<file path="config.mk">
export PLATFORM = sky130hd
export DESIGN_NAME = req_queue
export DESIGN_NICKNAME = d
export VERILOG_FILES = /design/src/hdl/mem_pkg.sv /design/src/hdl/req_queue.sv
export SDC_FILE = /design/constraint.sdc
export NUM_CORES = 1
export LEC_CHECK = 0
export ABC_AREA = 1
export ABC_CLOCK_PERIOD_IN_PS = 10150
export BUFFER_PORTS_ARGS = -buffer_cell sky130_fd_sc_hd__buf_4
export CAP_MARGIN = 40
export CORE_ASPECT_RATIO = 0.5
export CORE_UTILIZATION = 50
export DETAILED_ROUTE_END_ITERATION = 10
export PLACE_DENSITY = 0.76
export SLEW_MARGIN = 0
export SYNTH_ARGS = -nofsm -noshare
export SYNTH_HDL_FRONTEND = slang
export SYNTH_SLANG_ARGS = --single-unit
</file>
<file path="constraint.sdc">
create_clock -name clk -period 10.15 [get_ports clk]
set_clock_uncertainty 0.05 [all_clocks]
set_input_delay 1.5225 -clock clk [delete_from_list [all_inputs] [get_ports clk]]
set_output_delay 1.5225 -clock clk [all_outputs]
set_load 0.1 [all_outputs]
</file>
<file path="src/hdl/mem_pkg.sv">
package mem_pkg;

    // board sram geometry
    localparam int DATA_W    = 32;             // sram word width
    localparam int ADDR_W    = 20;             // word address, 1 mword
    localparam int MASK_W    = DATA_W / 8;     // one enable per byte
    localparam int RAM_DEPTH = 1 << ADDR_W;

    // requester side
    localparam int NUM_PORTS    = 2;           // fetch + load/store
    localparam int PORT_CREDITS = 2;           // queue depth == initial credits
    localparam int QPTR_W       = (PORT_CREDITS > 1) ? $clog2(PORT_CREDITS) : 1;
    localparam int QCNT_W       = $clog2(PORT_CREDITS + 1);

    typedef logic [DATA_W-1:0] word_t;
    typedef logic [ADDR_W-1:0] ram_addr_t;
    typedef logic [MASK_W-1:0] mask_t;         // active high in requests
    typedef logic [$clog2(NUM_PORTS)-1:0] port_id_t;

    // model output while deselected
    localparam word_t HIGH_WORD = '1;

    // one word request, as queued and granted
    typedef struct packed {
        logic      we;                         // 1 = write
        ram_addr_t addr;
        mask_t     be;
        word_t     wdata;
    } mem_req_t;

    // read response, writes get only a credit back
    typedef struct packed {
        port_id_t port;                        // who asked
        word_t    rdata;
    } mem_rsp_t;

endpackage

</file>
<file path="src/hdl/req_queue.sv">
`timescale 1ns/10ps

module req_queue (
    input  logic               clk,
    input  logic               arst_n,
    input  logic               push,           // requester spent a credit
    input  mem_pkg::mem_req_t  push_req,
    output logic               head_valid,
    output mem_pkg::mem_req_t  head,
    input  logic               pop,            // arbiter took the head
    output logic               credit_return   // one pulse per pop
);

    // storage, no reset on payload
    mem_pkg::mem_req_t             q_mem [mem_pkg::PORT_CREDITS];
    logic [mem_pkg::QPTR_W-1:0]    wr_ptr;
    logic [mem_pkg::QPTR_W-1:0]    rd_ptr;
    logic [mem_pkg::QCNT_W-1:0]    count;

    localparam logic [mem_pkg::QPTR_W-1:0] LAST_PTR =
        mem_pkg::QPTR_W'(mem_pkg::PORT_CREDITS - 1);

    assign head_valid = (count != '0);
    assign head       = q_mem[rd_ptr];

    always_ff @(posedge clk) begin
        if (push) begin
            q_mem[wr_ptr] <= push_req;             // credits keep this from overrunning
        end
    end

    always_ff @(posedge clk or negedge arst_n) begin
        if (!arst_n) begin
            wr_ptr        <= '0;
            rd_ptr        <= '0;
            count         <= '0;
            credit_return <= 1'b0;
        end else begin
            credit_return <= pop;                  // slot freed, hand the credit back
            if (push) begin
                wr_ptr <= (wr_ptr == LAST_PTR) ? '0 : wr_ptr + 1'b1;
            end
            if (pop) begin
                rd_ptr <= (rd_ptr == LAST_PTR) ? '0 : rd_ptr + 1'b1;
            end
            // push and pop together leave count alone
            case ({push, pop})
                2'b10:   count <= count + 1'b1;
                2'b01:   count <= count - 1'b1;
                default: count <= count;
            endcase
        end
    end

endmodule

</file>
## Word level (Yosys, flattened, before mapping)

Memories as Yosys holds them, arrays and structs flattened.
Index checks and enable logic that the tools add are counted.

| storage, ports and cells | value |
|---|---|
| memories kept | 1 |
| word-level logic and storage cells | 18 |
| register bits | 5 |
| output and inout port bits | 59 |
| RAM bits | 114 |
| input port bits | 61 |

| cells by class | value |
|---|---|
| add/subtract/negate cells | 4 |
| muxes and demuxes | 5 |
| reductions and logical operators | 2 |
| equality and inequality tests | 2 |

Memories:

| name | words | bits a word | read ports | clocked after Yosys merged registers in | write ports | line | RTL |
|---|---|---|---|---|---|---|---|
| q_mem | 2 | 57 | 1 | 0 | 1 | req_queue.sv:15 | `mem_pkg::mem_req_t q_mem [mem_pkg::PORT_CREDITS];` |

Operator list:

| cell | count |
|---|---|
| 1-bit two-way mux | 4 |
| 2-bit one-hot mux with 2 select lines | 1 |
| 2-bit nonzero test | 2 |
| 1-bit adder, second input constant | 2 |
| 2-bit by 1-bit adder with 2-bit output, second input constant | 1 |
| 2-bit by 1-bit == test with 1-bit output, second input constant | 1 |
| 2-bit == test, second input constant | 1 |
| 2-bit by 1-bit subtractor with 2-bit output, second input constant | 1 |

## Longest topological paths before layout

Gate-level depths: netlist (run 1).

| depth | value |
|---|---|
| depth in word-level cells | 2 |
| depth in mapped cells | 7 |
| depth with buffers taken out | 7 |

## Worst setup path before layout (run 1)

Ideal clock, no wire load.

| timing | value |
|---|---|
| path type | in2reg |
| from | in push |
| to | mem q_mem[0][0] in the netlist's numbering, enable pin |
| arrival | 3.973 ns |
| slack | 5.654 ns |
| buffers on the path | 0 |
| cell stages on the path | 2 |
| library setup time | 0.473 ns |
| cell sequence | inv_1 nor2_1 |

| between the ends | value |
|---|---|
| word-level cells in the longest chain between the ends | 2 |

RTL lines:

| item | line | RTL |
|---|---|---|
| from (decl) | req_queue.sv:6 | `input logic push,` |
| 1-bit two-way mux | req_queue.sv:27 | `if (push) begin` |
| 1-bit two-way mux (implied by the code) | req_queue.sv:28 | `q_mem[wr_ptr] <= push_req;` |
| to (decl) | req_queue.sv:15 |  |

No other way between the ends.

==> results of run 1 <==
-- synthesized netlist by cell type --
master	number
dfrtp_1	5
xor2_1	2
nand4_1	1
o21ai_1	2
o21ai_0	5
edfxtp_1	114
nand2_2	50
ha_1	1
buf_12	6
buf_6	1
clkbuf_4	1
nand2_1	13
inv_1	63
buf_2	5
xnor2_1	1
nor2_1	1
nand3_1	1
o21ai_2	50
-- worst register-to-register path, stage by stage, from the launching register on --
cell and delay [ns]:
dfrtp_1 0.42, nand2_1 0.10, inv_2 0.21, buf_4 0.58
-- flip-flops by register name (all words and copies together), names as in the netlist --
| signal | cells |
|---|---|
| credit_return | 1 |
| rd_ptr | 1 |
| wr_ptr | 1 |
| count | 2 |
| q_mem | 114 |
-- how the worst max path moves through the flow --
| stage | to | cells after the start | from |
|---|---|---|---|
| after CTS | head[11] | 5 | rd_ptr$_DFFE_PN0P_ |
| after global placement | head[56] | 4 | rd_ptr$_DFFE_PN0P_ |
| after floorplan | q_mem[0][0]$_DFFE_PP_ | 2 | push |
| after detailed placement | head[42] | 5 | rd_ptr$_DFFE_PN0P_ |
| final | head[11] | 5 | rd_ptr$_DFFE_PN0P_ |
| after global routing | head[11] | 5 | rd_ptr$_DFFE_PN0P_ |
-- cells by family (layout without fill, tap and decap cells) --
family                   Yosys count  count (layout)  synth area share
AO/OA/AOI/OAI                     57              57            0.0978
flip-flops                       119             119             0.734
XOR/XNOR                           3               3           0.00543
adder cells (fa/ha/maj)            1               1           0.00259
buffers and inverters             76             217            0.0828
AND/OR/NAND/NOR                   66              66            0.0779
-- layout make-up --
| class | count | share of cell area |
|---|---|---|
| Tap cell | 130 | 0.0254 |
| Clock buffer | 18 | 0.0670 |
| Timing Repair Buffer | 123 | 0.147 |
| Multi-Input combinational cell | 127 | 0.140 |
| Inverter | 63 | 0.0369 |
| Sequential cell | 119 | 0.555 |
| Clock inverter | 13 | 0.0289 |
-- metrics by stage --
step / utilization / instance area [um2] / setup WS [ns] / hold WS, ns / std cells
final: 0.709 / 6400 / 6.05 / 0.429 / 593
after global routing: 0.709 / 6400 / 5.87 / 0.466 / 593
after CTS: 0.709 / 6400 / 5.99 / 0.428 / 593
after detailed placement: 0.641 / 5790 / 6.46 / 0.417 / 562
after global placement: 0.638 / 5760 / 6.25 / 0.403 / 561
after floorplan: - / 4840 / 5.65 / 0.392 / 322
-- metal layers --
layer | vias up | wire [um] | GRT usage
met5 | - | 0 | 0
met4 | 0 | 125 | 0.0833
met3 | 11 | 412 | 0.0655
met2 | 61 | 4500 | 0.324
met1 | 1303 | 3250 | 0.195
li1 | 1362 | - | -
==> run summary, run 1 <==
Syn nets -> 384
Cell family with most CP delay -> buffers and inverters
Wirelength per Cell -> 14.0 um
Width of the die -> 141 um
Critical path's slowest cell -> dfrtp_4
Avg Cell Area, Syn -> 15.0 um2
Num ports -> 120
Die height -> 71.6 um
Setup violation total in the final timing report -> 0
Share of the synthesized area in the top cell type -> 0.708
# clock sinks -> 119
Final worst path period share -> 0.404
Maximum capacitance violations -> 0
Post-CTS Resized -> 0
Worst min path class -> reg -> reg
Mapped Cells -> 322
Starting Density -> 0.535
Reg2reg path depth -> 3
Warnings from Yosys -> 0
Skew-Pair Late Insertion Delay -> 0.40 ns
Fmax -> 244 MHz
Via count -> 2737
Synth unique cells -> 18
Synth Register Bits -> 119
Most common cell after layout, fill and taps aside -> buf_4
FF-to-FF End -> q_mem[1][5]$_DFFE_PP_
Kind of critical path -> reg -> out
Slew margin rel. -> 0.473
Hold Crit Depth -> 2
Cts bufs inserted -> 17
Synth area leaders -> edfxtp_1 71%, o21ai_2 9.1%, nand2_2 6.5%
Most frequent cells in the layout -> 122 x buf_4, 114 x edfxtp_1, 62 x inv_1, 50 x nand2_2, 50 x o21ai_2
CTS Hold Bufs -> 0
Startpoint Class -> flop
Routed Antenna Nets -> 0
CTS tree -> yes
Grt ovf -> 0
Mapped Area -> 4840 um2
Largest net degree at the start of global routing -> 58
Initial DRT Pass Iterations -> 4
Max clock buf depth -> 2
Post-DP HPWL -> 5.10 mm
Initial antenna violation count -> 0
Hold Fails Final Rpt -> 0
CTS root buf -> clkbuf_16
DRT iter0 DRCs -> 126
Worst EP arrival -> 2.53 ns
# Post-CTS Setup Buffers -> 0
Pins Over Slew Limit -> 0
Number of global-route vias before repair -> 2769
Max incr delay on CP -> 0.83 ns
H-tree Lvls -> 4
Multi-input gate area -> 896 um2
Top cell type by total area after synthesis -> edfxtp_1
R2r setup slk -> 8.38 ns
Crit-path max FO -> 54
Row count -> 24
CP Buf/Inv Count -> 3
RSZ-0062 raised after global routing -> no
Core box area -> 9040 um2
GPL Wtd Cong -> 0.759
Remaining DRCs -> 0
Wirelength, routed -> 8.29 mm
Clock-pin slew on the worst setup and hold paths -> 0.05 ns
Worst Setup End Kind -> primary output
# port buffers -> 119
Worst R2R Start -> wr_ptr$_DFFE_PN0P_
CP required -> 8.58 ns
Full die area -> 10100 um2
Reg area -> 3550 um2
Share of layout cells above drive strength 1 -> 0.544
Min Tclk post-route -> 4.10 ns
Setup TNS -> 0 ns
Overall global routing resource usage -> 0.181
Hold EP -> count[1]$_DFFE_PN0P_
P&R area growth vs syn -> 32.4%
Fillers -> 615
First-pass GRT wire length -> 13.2 mm
Final nets -> 513
Vias/cell -> 4.62
Post-synthesis sequential area ratio -> 0.734
Top cell by count, worst path -> buf_4
# diodes -> 0
Worst Max-Slew Pin Slew -> 0.791 ns
Min-delay src -> count[1]$_DFFE_PN0P_
Cell breakdown of the critical path -> buf_4 -> buf_16 -> nand2_2 -> o21ai_2 -> buf_4
Status -> finished, final reports clean
Power of run 1 is not shown: default switching activity piles up to over one toggle a cycle in this logic, so the estimate is an artifact.
==> inputs of run 2 (changes only) <==
Settings changed: ABC_AREA 1 to 0, ABC_CLOCK_PERIOD_IN_PS 10150 to 4000, PLACE_DENSITY 0.76 to 0.77.
Clock period 10.15 ns to 4 ns, I/O delays scaled along.
==> run 2 against run 1 <==
  * Count of clock-buffer cells in the layout down 1
  * Non-clock buffer count up 2
  * Cell count down 23%
  * Register-to-register slack worse by 6.2 ns
  * Critical path depth down 2
  * Design area down 5.2%
  * Critical path type unchanged
  * Critical endpoint is now head[42]
  * Highest routed layer unchanged
==> run summary, run 2 <==
Grt ovf -> 0 (unchanged)
Fillers -> 501 (-19%)
Main synth FF type -> edfxtp_1
P&R area growth vs syn -> 38.2%
Starting Density -> 0.532 (-0.00312)
Synth unique cells -> 13 (-5)
Most frequent cell after synthesis -> edfxtp_1
Worst Max-Slew Pin Slew -> 0.862 ns (+0.0704 ns)
CP required -> 3.35 ns (-5.23 ns)
Biggest regs -> q_mem (114), count (2)
Synth Register Bits -> 119 (unchanged)
Post-synth EDFFs -> 114 (unchanged)
Initial antenna violation count -> 0 (unchanged)
# diodes -> 0 (unchanged)
Slew margin rel. -> 0.424 (-0.0483)
Post-synthesis sequential area ratio -> 0.808 (+0.0739)
H-tree Lvls -> 4 (unchanged)
Skew-Pair Late Insertion Delay -> 0.40 ns (about the same)
Post-CTS Resized -> 0 (unchanged)
DRT iter0 DRCs -> 112 (-11%)
Worst EP arrival -> 2.02 ns (-0.51 ns)
Num ports -> 120 (unchanged)
Final worst path period share -> 0.667
Mapped Area -> 4390 um2 (-9.2%)
Fmax -> 375 MHz
Mapped Cells -> 193 (-40%)
Number of global-route vias before repair -> 2350 (-15%)
Asr flop ratio synth -> 0.0420 (unchanged)
# port buffers -> 119 (unchanged)
Routed Antenna Nets -> 0 (unchanged)
Worst min path class -> in -> reg
Crit-path max FO -> 27 (-50%)
Pins Over Slew Limit -> 0 (unchanged)
# clock sinks -> 119 (unchanged)
Full die area -> 9190 um2 (-9.0%)
Startpoint Class -> flop
Cts bufs inserted -> 17 (unchanged)
First-pass GRT wire length -> 11.6 mm (-13%)
Final nets -> 393 (-23%)
Setup slack at placement -> 1.70 ns (-4.77 ns)
Worst Setup End Kind -> primary output
Kind of critical path -> reg -> out
Top cell type by total area after synthesis -> edfxtp_1
CTS root buf -> clkbuf_16
Multi-input gate area -> 802 um2 (-10%)
Warnings from Yosys -> 0 (unchanged)
Post-DP HPWL -> 5.31 mm (+4.2%)
Largest net degree at the start of global routing -> 39 (-33%)
Vias/cell -> 4.86 (+5.2%)
Status -> finished, final reports clean
Core box area -> 8260 um2 (-8.6%)
Share of the synthesized area in the top cell type -> 0.779 (+0.0713)
Most frequent cells in the layout -> 122 x buf_4, 114 x edfxtp_1, 37 x mux2_2, 20 x mux2_4, 17 x clkbuf_16
DP Cell Count -> 422 (-25%)
Largest Register -> q_mem
Reg area -> 3550 um2 (about the same)
Wirelength per Cell -> 17.0 um (+21%)
Final setup margin -> 1.33 ns (-4.71 ns)
Width of the die -> 135 um (-4.6%)
Maximum capacitance violations -> 0 (unchanged)
Top cells by count, synth -> 114 x edfxtp_1, 37 x mux2_2, 20 x mux2_4
Most common cell after layout, fill and taps aside -> buf_4
Min Tclk post-route -> 2.67 ns
Remaining DRCs -> 0 (unchanged)
Met3 GRT Util -> 0.0622 (-0.00329)
Top Usage Layer GRT -> met2
Row count -> 23 (-4.2%)
Synth area leaders -> edfxtp_1 78%, mux2_2 9.5%, mux2_4 6.8%
Via count -> 2214 (-19%)
Die height -> 68.3 um (-4.6%)
Wirelength, routed -> 7.74 mm (-6.6%)
Setup violation total in the final timing report -> 0 (unchanged)
GPL Wtd Cong -> 0.739 (-2.6%)
CTS tree -> yes
RSZ-0062 raised after global routing -> no
Final cell count without fillers -> 456 (-23%)
Max reg flops -> 114 (unchanged)
Syn nets -> 255 (-34%)
Share of layout cells above drive strength 1 -> 0.628 (+0.0836)
Initial DRT Pass Iterations -> 4 (unchanged)
R2r setup slk -> 2.20 ns (-6.18 ns)
Clock-pin slew on the worst setup and hold paths -> 0.05 ns (about the same)
Global Route met1 Usage -> 0.197 (+0.00198)
Overall global routing resource usage -> 0.181 (about the same)
Met2 Use GR -> 0.323 (-0.00144)
Hold Fails Final Rpt -> 0 (unchanged)
Setup TNS -> 0 ns (unchanged)
Avg Cell Area, Syn -> 22.8 um2 (+52%)
Max clock buf depth -> 2 (unchanged)
[run 2: changes by cell type after synthesis, sizes merged, moves of 6 or more]
| cell | previous run | this run |
|---|---|---|
| nand2 | 63 | 0 |
| inv | 63 | 1 |
| mux2 | 0 | 57 |
| o21ai | 57 | 0 |
| buf | 12 | 6 |
[run 2: final timing paths]
kind / end / cells past startpoint / from
worst max-delay path: head[42] / 3 / rd_ptr$_DFFE_PN0P_
worst min-delay path: credit_return$_DFF_PN0_ / 1 / pop
worst max register to register: q_mem[0][25]$_DFFE_PP_ / 2 / wr_ptr$_DFFE_PN0P_
worst min register to register: count[1]$_DFFE_PN0P_ / 1 / count[1]$_DFFE_PN0P_
max in group asynchronous: rd_ptr$_DFFE_PN0P_ / 2 / arst_n
min in group asynchronous: wr_ptr$_DFFE_PN0P_ / 2 / arst_n
[run 2: area by class of cell]
class | instances | area share
Sequential cell | 119 | 0.585
Inverter | 1 | 0.000618
Clock inverter | 15 | 0.0305
Tap cell | 112 | 0.0231
Timing Repair Buffer | 125 | 0.159
Clock buffer | 17 | 0.0701
Multi-Input combinational cell | 67 | 0.132
[run 2: layer usage]
metal | up-vias | share of wire
li1 | 1042 | -
met1 | 1106 | 0.41
met2 | 62 | 0.55
met3 | 4 | 0.037
met4 | 0 | 0.0063
met5 | - | 0
[run 2: cell families (layout without fill, tap and decap cells)]
| group | after synthesis | in the layout | share of synthesized area |
|---|---|---|---|
| xor+xnor | 5 | 5 | 0.00997 |
| fa+ha+maj | 1 | 1 | 0.00285 |
| buf+inv | 7 | 158 | 0.0120 |
| flops | 119 | 119 | 0.808 |
| mux | 57 | 57 | 0.163 |
| simple gates | 4 | 4 | 0.00456 |
[run 2: per-stage QoR]
stage          utilization  hold WS (ns)  instance area, um2
4_1_cts              0.733         0.275                6050
2_1_floorplan            -         0.254                4390
3_3_place_gp         0.658         0.355                5430
6_report             0.735         0.292                6070
5_1_grt              0.735         0.274                6070
3_5_place_dp         0.658         0.357                5430
[run 2: what timing repair did]
action / 4_1_cts / 5_1_grt
hold buffers: 1 / 0
hold endpoints to repair: 5 / 0
buffers inserted: 0 / 0
[run 2: worst max-delay path, cell delays in order (launching register included)]
cell     delay, ns
dfrtp_2       0.53
buf_4         0.45
mux2_2        0.39
buf_4         0.23
Power of run 2 is left out for the same reason.
